$ cat config.mk
export PLATFORM = sky130hd
export DESIGN_NAME = core_top
export DESIGN_NICKNAME = d
export VERILOG_FILES = /design/src/eth_pkg.sv /design/src/mgmt_pkg.sv /design/src/core_top.sv /design/src/fifo_sync.sv /design/src/frame_loopback.sv /design/src/mgmt_cmd.sv /design/src/stat_counters.sv /design/src/uart_port.sv
export VERILOG_INCLUDE_DIRS = /design/src
export SDC_FILE = /design/constraint.sdc
export NUM_CORES = 1
export LEC_CHECK = 0
export BUFFER_PORTS_ARGS = -buffer_cell sky130_fd_sc_hd__buf_2
export CAP_MARGIN = 10
export CORE_MARGIN = 3
export CORE_UTILIZATION = 40
export CTS_CLUSTER_SIZE = 25
export DETAILED_ROUTE_END_ITERATION = 6
export GPL_ROUTABILITY_DRIVEN = 0
export PLACE_DENSITY = 0.63
export RECOVER_POWER = 25
export SLEW_MARGIN = 30
export SYNTH_ARGS = -nofsm -noshare
export SYNTH_HDL_FRONTEND = slang
export SYNTH_SLANG_ARGS = --single-unit
$ cat constraint.sdc
create_clock -name clk -period 2.5 [get_ports clk]
set_clock_uncertainty 0.1 [all_clocks]
set_input_delay 0 -clock clk [delete_from_list [all_inputs] [get_ports clk]]
set_output_delay 0 -clock clk [all_outputs]
set_load 0.1 [all_outputs]
$ cat src/core_consts.svh
// core constants for counter widths, FIFO depths, UART bit timing and management command codes
`ifndef CORE_CONSTS_SVH
`define CORE_CONSTS_SVH

// statistics counter bank
`define STAT_COUNT_W 32
`define STAT_NUM 5

// loopback buffer depth in beats, a power of two
`define ETH_FIFO_DEPTH 32
`define FRAME_LEN_W 16

// UART reply buffer depth and core clock cycles per bit
`define UART_TX_FIFO_DEPTH 8
`define UART_CLK_DIV 8

// management command and response bytes
`define CMD_READ_BASE 8'h10
`define CMD_CLEAR 8'h20
`define RSP_CLEAR_ACK 8'h20
`define RSP_BAD_CMD 8'hEE

`endif

$ cat src/eth_pkg.sv
// byte-stream beat type carried by the Ethernet loopback path
`default_nettype none

package eth_pkg;

    // one byte of a frame with its end and error markers
    typedef struct packed {
        logic [7:0] data;
        // set on the final byte of a frame
        logic       last;
        // only meaningful together with last
        logic       err;
    } eth_beat_t;

endpackage

`default_nettype wire

$ cat src/mgmt_pkg.sv
// statistics update record and counter index definitions for the management side
`default_nettype none

`include "core_consts.svh"

package mgmt_pkg;

    typedef logic [2:0] stat_idx_t;

    // counter positions in the statistics bank
    localparam stat_idx_t STAT_RX_GOOD   = 3'd0;
    localparam stat_idx_t STAT_RX_BAD    = 3'd1;
    localparam stat_idx_t STAT_RX_BYTES  = 3'd2;
    localparam stat_idx_t STAT_TX_FRAMES = 3'd3;
    localparam stat_idx_t STAT_RX_DROP   = 3'd4;

    // per-cycle event record from the loopback, any mix of fields may be set at once
    typedef struct packed {
        logic                    frame_end;
        logic                    frame_bad;
        logic [`FRAME_LEN_W-1:0] frame_len;
        logic                    tx_frame;
        logic                    drop;
    } stat_upd_t;

endpackage

`default_nettype wire

$ cat src/core_top.sv
// core top level joining GPIO, the UART management port, statistics and the stream loopback
`default_nettype none
`timescale 1ns/1ps

`include "core_consts.svh"

module core_top (
    input  wire logic               clk,
    input  wire logic               arst_n,

    // GPIO
    input  wire logic [7:0]         sw,
    output logic [7:0]              led,

    // UART management, 8N1
    input  wire logic               uart_rxd,
    output logic                    uart_txd,

    // byte stream in and out
    input  wire logic               rx_valid,
    input  wire eth_pkg::eth_beat_t rx_beat,
    output logic                    tx_valid,
    output eth_pkg::eth_beat_t      tx_beat,
    input  wire logic               tx_ready
);

    logic [7:0]               mgmt_rx_byte;
    logic                     mgmt_rx_valid;
    logic [7:0]               mgmt_tx_byte;
    logic                     mgmt_tx_valid;
    logic                     mgmt_tx_idle;
    mgmt_pkg::stat_upd_t      stat_upd;
    mgmt_pkg::stat_idx_t      stat_rd_idx;
    logic [`STAT_COUNT_W-1:0] stat_rd_data;
    logic                     stat_clear;

    assign led = sw;

    uart_port uart_port_inst (
        .clk(clk),
        .arst_n(arst_n),
        .uart_rxd(uart_rxd),
        .uart_txd(uart_txd),
        .rx_byte(mgmt_rx_byte),
        .rx_byte_valid(mgmt_rx_valid),
        .tx_byte(mgmt_tx_byte),
        .tx_byte_valid(mgmt_tx_valid),
        .tx_idle(mgmt_tx_idle)
    );

    mgmt_cmd mgmt_cmd_inst (
        .clk(clk),
        .arst_n(arst_n),
        .rx_byte(mgmt_rx_byte),
        .rx_byte_valid(mgmt_rx_valid),
        .tx_idle(mgmt_tx_idle),
        .tx_byte(mgmt_tx_byte),
        .tx_byte_valid(mgmt_tx_valid),
        .rd_idx(stat_rd_idx),
        .rd_data(stat_rd_data),
        .clear(stat_clear)
    );

    stat_counters stat_counters_inst (
        .clk(clk),
        .arst_n(arst_n),
        .stat_upd(stat_upd),
        .clear(stat_clear),
        .rd_idx(stat_rd_idx),
        .rd_data(stat_rd_data)
    );

    frame_loopback frame_loopback_inst (
        .clk(clk),
        .arst_n(arst_n),
        .rx_valid(rx_valid),
        .rx_beat(rx_beat),
        .tx_valid(tx_valid),
        .tx_beat(tx_beat),
        .tx_ready(tx_ready),
        .stat_upd(stat_upd)
    );

endmodule

`default_nettype wire

$ cat src/fifo_sync.sv
// single-clock first-word-fall-through FIFO with a generic payload type
`default_nettype none
`timescale 1ns/1ps

module fifo_sync #(
    parameter type T     = logic [7:0],
    // must be a power of two
    parameter int  DEPTH = 8
) (
    input  wire logic clk,
    input  wire logic arst_n,

    input  wire logic wr_en,
    input  wire T     wr_data,
    output logic      full,

    input  wire logic rd_en,
    output T          rd_data,
    output logic      empty
);

    localparam int PTR_W = $clog2(DEPTH);

    T mem [DEPTH];

    // the extra top bit tells a full buffer from an empty one
    logic [PTR_W:0] wr_ptr;
    logic [PTR_W:0] rd_ptr;

    assign empty = (wr_ptr == rd_ptr);
    assign full = (wr_ptr[PTR_W] != rd_ptr[PTR_W]) &&
                  (wr_ptr[PTR_W-1:0] == rd_ptr[PTR_W-1:0]);

    // head entry is visible without a read request
    assign rd_data = mem[rd_ptr[PTR_W-1:0]];

    always_ff @(posedge clk) begin
        if (wr_en && !full) begin
            mem[wr_ptr[PTR_W-1:0]] <= wr_data;
        end
    end

    always_ff @(posedge clk or negedge arst_n) begin
        if (!arst_n) begin
            wr_ptr <= '0;
            rd_ptr <= '0;
        end else begin
            if (wr_en && !full) begin
                wr_ptr <= wr_ptr + 1'b1;
            end
            if (rd_en && !empty) begin
                rd_ptr <= rd_ptr + 1'b1;
            end
        end
    end

endmodule

`default_nettype wire

$ cat src/frame_loopback.sv
// buffers received stream beats into the transmit stream and reports per-frame statistics
`default_nettype none
`timescale 1ns/1ps

`include "core_consts.svh"

module frame_loopback (
    input  wire logic                clk,
    input  wire logic                arst_n,

    input  wire logic                rx_valid,
    input  wire eth_pkg::eth_beat_t  rx_beat,

    output logic                     tx_valid,
    output eth_pkg::eth_beat_t       tx_beat,
    input  wire logic                tx_ready,

    output mgmt_pkg::stat_upd_t      stat_upd
);

    logic                    fifo_full;
    logic                    fifo_empty;
    logic                    rx_accept;
    logic                    rx_end;
    logic [`FRAME_LEN_W-1:0] len_cnt;

    assign rx_accept = rx_valid && !fifo_full;
    assign rx_end = rx_valid && rx_beat.last;

    // the receive side cannot stall, so a beat meeting a full buffer is lost
    fifo_sync #(
        .T(eth_pkg::eth_beat_t),
        .DEPTH(`ETH_FIFO_DEPTH)
    ) beat_fifo_inst (
        .clk(clk),
        .arst_n(arst_n),
        .wr_en(rx_valid),
        .wr_data(rx_beat),
        .full(fifo_full),
        .rd_en(tx_ready),
        .rd_data(tx_beat),
        .empty(fifo_empty)
    );

    // head of the buffer stays put until the sink takes it
    assign tx_valid = !fifo_empty;

    always_ff @(posedge clk or negedge arst_n) begin
        if (!arst_n) begin
            len_cnt <= '0;
        end else if (rx_end) begin
            len_cnt <= '0;
        end else if (rx_accept) begin
            len_cnt <= len_cnt + 1'b1;
        end
    end

    // a dropped last beat still closes the frame, but only stored beats count
    always_ff @(posedge clk or negedge arst_n) begin
        if (!arst_n) begin
            stat_upd <= '0;
        end else begin
            stat_upd.frame_end <= rx_end;
            stat_upd.drop <= rx_valid && fifo_full;
            stat_upd.tx_frame <= tx_valid && tx_ready && tx_beat.last;
            if (rx_end) begin
                stat_upd.frame_bad <= rx_beat.err;
                stat_upd.frame_len <= len_cnt + `FRAME_LEN_W'(rx_accept);
            end
        end
    end

endmodule

`default_nettype wire

$ cat src/mgmt_cmd.sv
// management command decoder that reads or clears counters and queues UART reply bytes
`default_nettype none
`timescale 1ns/1ps

`include "core_consts.svh"

module mgmt_cmd (
    input  wire logic                     clk,
    input  wire logic                     arst_n,

    input  wire logic [7:0]               rx_byte,
    input  wire logic                     rx_byte_valid,
    input  wire logic                     tx_idle,

    output logic [7:0]                    tx_byte,
    output logic                          tx_byte_valid,

    output mgmt_pkg::stat_idx_t           rd_idx,
    input  wire logic [`STAT_COUNT_W-1:0] rd_data,
    output logic                          clear
);

    localparam int RD_BYTES = `STAT_COUNT_W / 8;

    logic [7:0]               cmd_off;
    logic                     is_read;
    logic                     is_clear;
    logic                     cmd_take;
    logic [`STAT_COUNT_W-1:0] rsp_sr;
    logic [2:0]               rsp_left;

    // bytes below the read base wrap to large offsets and fall out as bad commands
    assign cmd_off = rx_byte - `CMD_READ_BASE;
    assign is_read = (cmd_off < 8'(`STAT_NUM));
    assign is_clear = (rx_byte == `CMD_CLEAR);

    // a command arriving while a reply is still in flight is ignored
    assign cmd_take = rx_byte_valid && tx_idle && (rsp_left == '0);

    assign rd_idx = cmd_off[2:0];

    // reply goes out most significant byte first
    assign tx_byte = rsp_sr[`STAT_COUNT_W-1 -: 8];
    assign tx_byte_valid = (rsp_left != '0);

    always_ff @(posedge clk or negedge arst_n) begin
        if (!arst_n) begin
            rsp_left <= '0;
            clear <= 1'b0;
        end else begin
            clear <= cmd_take && is_clear;
            if (cmd_take) begin
                rsp_left <= is_read ? 3'(RD_BYTES) : 3'd1;
            end else if (rsp_left != '0) begin
                rsp_left <= rsp_left - 1'b1;
            end
        end
    end

    always_ff @(posedge clk) begin
        if (cmd_take) begin
            if (is_read) begin
                rsp_sr <= rd_data;
            end else if (is_clear) begin
                rsp_sr <= {`RSP_CLEAR_ACK, {(`STAT_COUNT_W - 8){1'b0}}};
            end else begin
                rsp_sr <= {`RSP_BAD_CMD, {(`STAT_COUNT_W - 8){1'b0}}};
            end
        end else if (tx_byte_valid) begin
            rsp_sr <= {rsp_sr[`STAT_COUNT_W-9:0], 8'h00};
        end
    end

endmodule

`default_nettype wire

$ cat src/stat_counters.sv
// bank of wrapping statistics counters fed by loopback events, with a read port and clear
`default_nettype none
`timescale 1ns/1ps

`include "core_consts.svh"

module stat_counters (
    input  wire logic                clk,
    input  wire logic                arst_n,

    input  wire mgmt_pkg::stat_upd_t stat_upd,
    input  wire logic                clear,

    input  wire mgmt_pkg::stat_idx_t rd_idx,
    output logic [`STAT_COUNT_W-1:0] rd_data
);

    logic [`STAT_COUNT_W-1:0] stat_cnt [`STAT_NUM];

    // clear wins over any update arriving in the same cycle
    always_ff @(posedge clk or negedge arst_n) begin
        if (!arst_n) begin
            for (int i = 0; i < `STAT_NUM; i++) begin
                stat_cnt[i] <= '0;
            end
        end else if (clear) begin
            for (int i = 0; i < `STAT_NUM; i++) begin
                stat_cnt[i] <= '0;
            end
        end else begin
            if (stat_upd.frame_end) begin
                if (stat_upd.frame_bad) begin
                    stat_cnt[mgmt_pkg::STAT_RX_BAD] <= stat_cnt[mgmt_pkg::STAT_RX_BAD] + 1'b1;
                end else begin
                    stat_cnt[mgmt_pkg::STAT_RX_GOOD] <= stat_cnt[mgmt_pkg::STAT_RX_GOOD] + 1'b1;
                    // byte total only counts frames that arrived clean
                    stat_cnt[mgmt_pkg::STAT_RX_BYTES] <= stat_cnt[mgmt_pkg::STAT_RX_BYTES] +
                        `STAT_COUNT_W'(stat_upd.frame_len);
                end
            end
            if (stat_upd.tx_frame) begin
                stat_cnt[mgmt_pkg::STAT_TX_FRAMES] <= stat_cnt[mgmt_pkg::STAT_TX_FRAMES] + 1'b1;
            end
            if (stat_upd.drop) begin
                stat_cnt[mgmt_pkg::STAT_RX_DROP] <= stat_cnt[mgmt_pkg::STAT_RX_DROP] + 1'b1;
            end
        end
    end

    assign rd_data = (rd_idx < 3'(`STAT_NUM)) ? stat_cnt[rd_idx] : '0;

endmodule

`default_nettype wire

$ cat src/uart_port.sv
// 8N1 UART receiver and FIFO-fed transmitter running at a fixed clock divide
`default_nettype none
`timescale 1ns/1ps

`include "core_consts.svh"

module uart_port #(
    parameter int CLK_DIV = `UART_CLK_DIV
) (
    input  wire logic       clk,
    input  wire logic       arst_n,

    input  wire logic       uart_rxd,
    output logic            uart_txd,

    output logic [7:0]      rx_byte,
    output logic            rx_byte_valid,

    input  wire logic [7:0] tx_byte,
    input  wire logic       tx_byte_valid,
    output logic            tx_idle
);

    localparam int CNT_W = $clog2(CLK_DIV);
    localparam logic [CNT_W-1:0] CNT_LAST = CNT_W'(CLK_DIV - 1);
    localparam logic [CNT_W-1:0] CNT_HALF = CNT_W'(CLK_DIV / 2 - 1);

    typedef enum logic [1:0] {RX_IDLE, RX_START, RX_DATA, RX_STOP} rx_state_t;

    logic [1:0]       rxd_sync;
    logic             rxd;
    rx_state_t        rx_state;
    logic [CNT_W-1:0] rx_cnt;
    logic [2:0]       rx_bit;
    logic [7:0]       rx_shift;
    logic             rx_tick;

    logic [7:0]       fifo_data;
    logic             fifo_empty;
    logic             fifo_rd;
    logic [9:0]       tx_shift;
    logic [3:0]       tx_bits;
    logic [CNT_W-1:0] tx_cnt;

    // two flops for the asynchronous line, idle level is high
    always_ff @(posedge clk or negedge arst_n) begin
        if (!arst_n) begin
            rxd_sync <= 2'b11;
        end else begin
            rxd_sync <= {rxd_sync[0], uart_rxd};
        end
    end

    assign rxd = rxd_sync[1];
    assign rx_tick = (rx_cnt == CNT_LAST);

    // the start bit is checked at its middle, every later sample lands one bit period on
    always_ff @(posedge clk or negedge arst_n) begin
        if (!arst_n) begin
            rx_state <= RX_IDLE;
            rx_cnt <= '0;
            rx_bit <= '0;
            rx_byte_valid <= 1'b0;
        end else begin
            rx_byte_valid <= 1'b0;
            case (rx_state)
                RX_IDLE: begin
                    rx_cnt <= '0;
                    if (!rxd) begin
                        rx_state <= RX_START;
                    end
                end
                RX_START: begin
                    if (rx_cnt == CNT_HALF) begin
                        rx_cnt <= '0;
                        rx_bit <= '0;
                        // a glitch shorter than half a bit is ignored
                        rx_state <= rxd ? RX_IDLE : RX_DATA;
                    end else begin
                        rx_cnt <= rx_cnt + 1'b1;
                    end
                end
                RX_DATA: begin
                    if (rx_tick) begin
                        rx_cnt <= '0;
                        rx_bit <= rx_bit + 1'b1;
                        if (rx_bit == 3'd7) begin
                            rx_state <= RX_STOP;
                        end
                    end else begin
                        rx_cnt <= rx_cnt + 1'b1;
                    end
                end
                RX_STOP: begin
                    if (rx_tick) begin
                        // framing errors are discarded silently
                        rx_byte_valid <= rxd;
                        rx_state <= RX_IDLE;
                    end else begin
                        rx_cnt <= rx_cnt + 1'b1;
                    end
                end
                default: begin
                    rx_state <= RX_IDLE;
                end
            endcase
        end
    end

    always_ff @(posedge clk) begin
        if (rx_state == RX_DATA && rx_tick) begin
            rx_shift <= {rxd, rx_shift[7:1]};
        end
        if (rx_state == RX_STOP && rx_tick) begin
            rx_byte <= rx_shift;
        end
    end

    // replies never exceed the depth, so the full flag is left open
    fifo_sync #(
        .T(logic [7:0]),
        .DEPTH(`UART_TX_FIFO_DEPTH)
    ) tx_fifo_inst (
        .clk(clk),
        .arst_n(arst_n),
        .wr_en(tx_byte_valid),
        .wr_data(tx_byte),
        .full(),
        .rd_en(fifo_rd),
        .rd_data(fifo_data),
        .empty(fifo_empty)
    );

    assign fifo_rd = (tx_bits == '0) && !fifo_empty;

    // shifter holds start, data and stop bits and refills with ones as it empties
    always_ff @(posedge clk or negedge arst_n) begin
        if (!arst_n) begin
            tx_shift <= '1;
            tx_bits <= '0;
            tx_cnt <= '0;
        end else if (fifo_rd) begin
            tx_shift <= {1'b1, fifo_data, 1'b0};
            tx_bits <= 4'd10;
            tx_cnt <= '0;
        end else if (tx_bits != '0) begin
            if (tx_cnt == CNT_LAST) begin
                tx_cnt <= '0;
                tx_shift <= {1'b1, tx_shift[9:1]};
                tx_bits <= tx_bits - 1'b1;
            end else begin
                tx_cnt <= tx_cnt + 1'b1;
            end
        end
    end

    assign uart_txd = tx_shift[0];
    assign tx_idle = fifo_empty && (tx_bits == '0);

endmodule

`default_nettype wire
==> impl_metrics.toml <==
[critical_path]
critical_path.reg2reg.startpoint = "frame_loopback_inst.beat_fifo_inst.rd_ptr[0]"
crit_path_end_kind = "primary output"
path_class = "flip-flop to primary output"
required_ns = 2.40
rrSetupSlack_ns = -0.01
crit_fanout = 13
worstPathArrival_ns = 3.00
worst_setup_path_start_kind = "flip-flop"
reg2reg_depth = 13
crit_end = "tx_beat[3]"
r2r-end = "frame_loopback_inst.stat_upd[14]"
crit_path_start = "frame_loopback_inst.beat_fifo_inst.rd_ptr[0]"

[flow_run]
drv_cap = 7

[place]
place_inst = 3192
dpl.hpwl_mm = 46.5
port_buffers = 26

[layout]
final_common_cell = "edfxtp_1"
n_antenna_cell = 0
mostFrequentLayoutCells = "edfxtp_1 (432), dfrtp_1 (233), nor2_1 (201)"
area_delta_synth_final_pct = 17.9
fillerInstances = 6390
multiInputGateArea_um2 = 11000
final_nets = 2412
drive_above_1_share = 0.227
stdcell_count = 3370
regArea_um2 = 19200

[timing]
rsz0062_at_grt = "yes"
final_hold_viol_count = 0
fmax_mhz = 322
slew_violations = 214
setup_viol_count_final = 14
min_period_ns = 3.10
period_share = 1.24
holdWs_ns = 0.175
worst_slew_pin_slew_ns = 1.76
setup_slack_ns = -0.605
slew_headroom = -0.173

[synthesis]
async_reset_ff_frac = 0.364
synth-seq-cells = 679
avgSynthCellArea_um2 = 14.2
synth_ff_type = "edfxtp_1"
syn_nets = 2230
syn_area_um2 = 30500
synth_enable_flop_cells = 432
yosys.area.top_type = "edfxtp_1"
yosysTopAreaCellShare = 0.425
ys_seq_area_frac = 0.628
syn_inst = 2158
synth_cell_types = 74
yosys_warnings = 0
synth.area.top_cells = "edfxtp_1 (42%), dfrtp_1 (19%), mux4_2 (11%)"

[pwr]
finalPower_w = 0.0365
static-leakage-power_nw = 13.4
cellPowerDensity_nw_per_um2 = 1010
ir_worst_vdd_mv = 2.40

[global_route]
globalRoute.totalOverflow = 0
grt_util_all_layers = 0.179
met3_usage = 0.0300
grt_pass1_vias = 18900
met1_usage = 0.240
grt_pass1_wl_mm = 110
antenna_found_initial = 0
grt_use_met2 = 0.300
grt_max_degree = 56
grt_most_used_layer = "met2"

[clocking]
cts_sinks = 679
cts_buffer_depth = 3
path_clk_slew_ns = 0.06
numCtsBuffers = 73
clock-root-buffer = "clkbuf_16"
clkLatencyLatePin_ns = 0.62
htree_levels = 3
cts_tree = "built"

[floorplan]
die_x_um = 282
rows = 100
dieArea_um2 = 79700
ios = 43
die_height_um = 282
start_util = 0.407
fp.coreArea_um2 = 75100

[detailed_routing]
ant_nets = 0
dr.pass1.iters = 6
vias = 18500
wl_per_cell_um = 21.0
drt_iter0_drc = 1533
vias_per_cell = 5.50
drc = 0
wirelength_mm = 70.9

[hold_path]
hold_path_class = "primary input to flip-flop"

[status]
violations = "capacitance limit, slew limit, setup timing"
status = "finished, violations left"
[synthesized netlist by cell type (29+ instances only)]
cell type  instances
a21oi_1           61
and3_1            34
clkbuf_1          64
dfrtp_1          236
edfxtp_1         432
ha_1              48
inv_1             32
mux4_2           148
nand2_1          176
nand3_1           67
nand4_1           44
nor2_1           203
nor3_1            33
o21ai_0           72
or3_1             29
xnor2_1           84
xor2_1            90
[critical path, cell delays in order, from the launching register on]
cell	delay [ns]
dfrtp_4	0.44
buf_12	0.15
buf_16	0.17
mux4_2	0.53
mux4_2	0.56
mux2_2	0.32
buf_6	0.19
[layout make-up]
type | count | share of cell area
timing repair buffer | 221 | 0.0563
tap | 969 | 0.0337
clock inverter | 42 | 0.0138
sequential | 679 | 0.533
multi-input combinational | 1332 | 0.306
inverter | 33 | 0.00344
clock buffer | 94 | 0.0540
[cells by family after synthesis]
family,after synthesis,synth area share
and+or+nand+nor,680,0.108
DFF,679,0.628
AOI/OAI and AO/OA,237,0.0486
muxes,192,0.125
xor gates and xnor gates,174,0.0499
buffers and inverters,147,0.0210
adders and majority gates,49,0.0203
[state kept, by name (all words and copies together) (netlist names), 4 cells and up, named ones only]
name,count
mgmt_cmd_inst.rsp_sr,32
uart_port_inst.rx_byte,8
stat_counters_inst.stat_cnt,160
uart_port_inst.tx_fifo_inst.mem,64
frame_loopback_inst.beat_fifo_inst.wr_ptr,6
uart_port_inst.tx_shift,9
uart_port_inst.tx_fifo_inst.rd_ptr,4
uart_port_inst.tx_fifo_inst.wr_ptr,4
frame_loopback_inst.beat_fifo_inst.mem,320
frame_loopback_inst.len_cnt,16
uart_port_inst.tx_bits,4
uart_port_inst.rx_shift,8
frame_loopback_inst.stat_upd,20
frame_loopback_inst.beat_fifo_inst.rd_ptr,6
[report_power, final]
group,switching [W],internal (W),total [W]
sequential,0.000877,0.0138,0.0146
combinational,0.00620,0.00485,0.0110
clock,0.00455,0.00623,0.0108
[through the flow]
step / utilization / TNS (ns) / worst slack [ns] / instance area (um2)
2_1_floorplan: - / -1.62 / -0.357 / 30600
4_1_cts: 0.475 / -6.28 / -0.648 / 35700
3_5_place_dp: 0.436 / -1.61 / -0.152 / 32700
6_report: 0.480 / -5.68 / -0.605 / 36000
5_1_grt: 0.480 / -15.05 / -0.664 / 36000
3_3_place_gp: 0.436 / -1.12 / -0.120 / 32700
[how the worst min path moves through the flow]
stage,cells past startpoint,end,slack (ns),startpoint
global placement,0,led[1],-0.1,sw[1]
global route,3,frame_loopback_inst.stat_upd[1],0.14,tx_ready
detailed placement,0,led[1],-0.1,sw[1]
finish,3,frame_loopback_inst.stat_upd[1],0.18,tx_ready
CTS,3,frame_loopback_inst.stat_upd[1],0.12,tx_ready
floorplan,0,async pin,-0.40,arst_n
[metal layers]
layer | part of all wire | vias to the layer above
li1 | - | 8475
met4 | 0.028 | 0
met2 | 0.49 | 471
met3 | 0.052 | 99
met5 | 0 | -
met1 | 0.43 | 9493
[repair_timing]
action / in CTS / in global routing
endpoints found under the hold margin: 608 / 0
gates cloned: 2 / 1
hold buffers: 25 / 0
pin swaps: 6 / 21
endpoints found under the setup margin: 21 / 39
setup buffers: 6 / 9
gates resized for setup: 45 / 70
No activity file was read; power rests on OpenSTA's default activity.
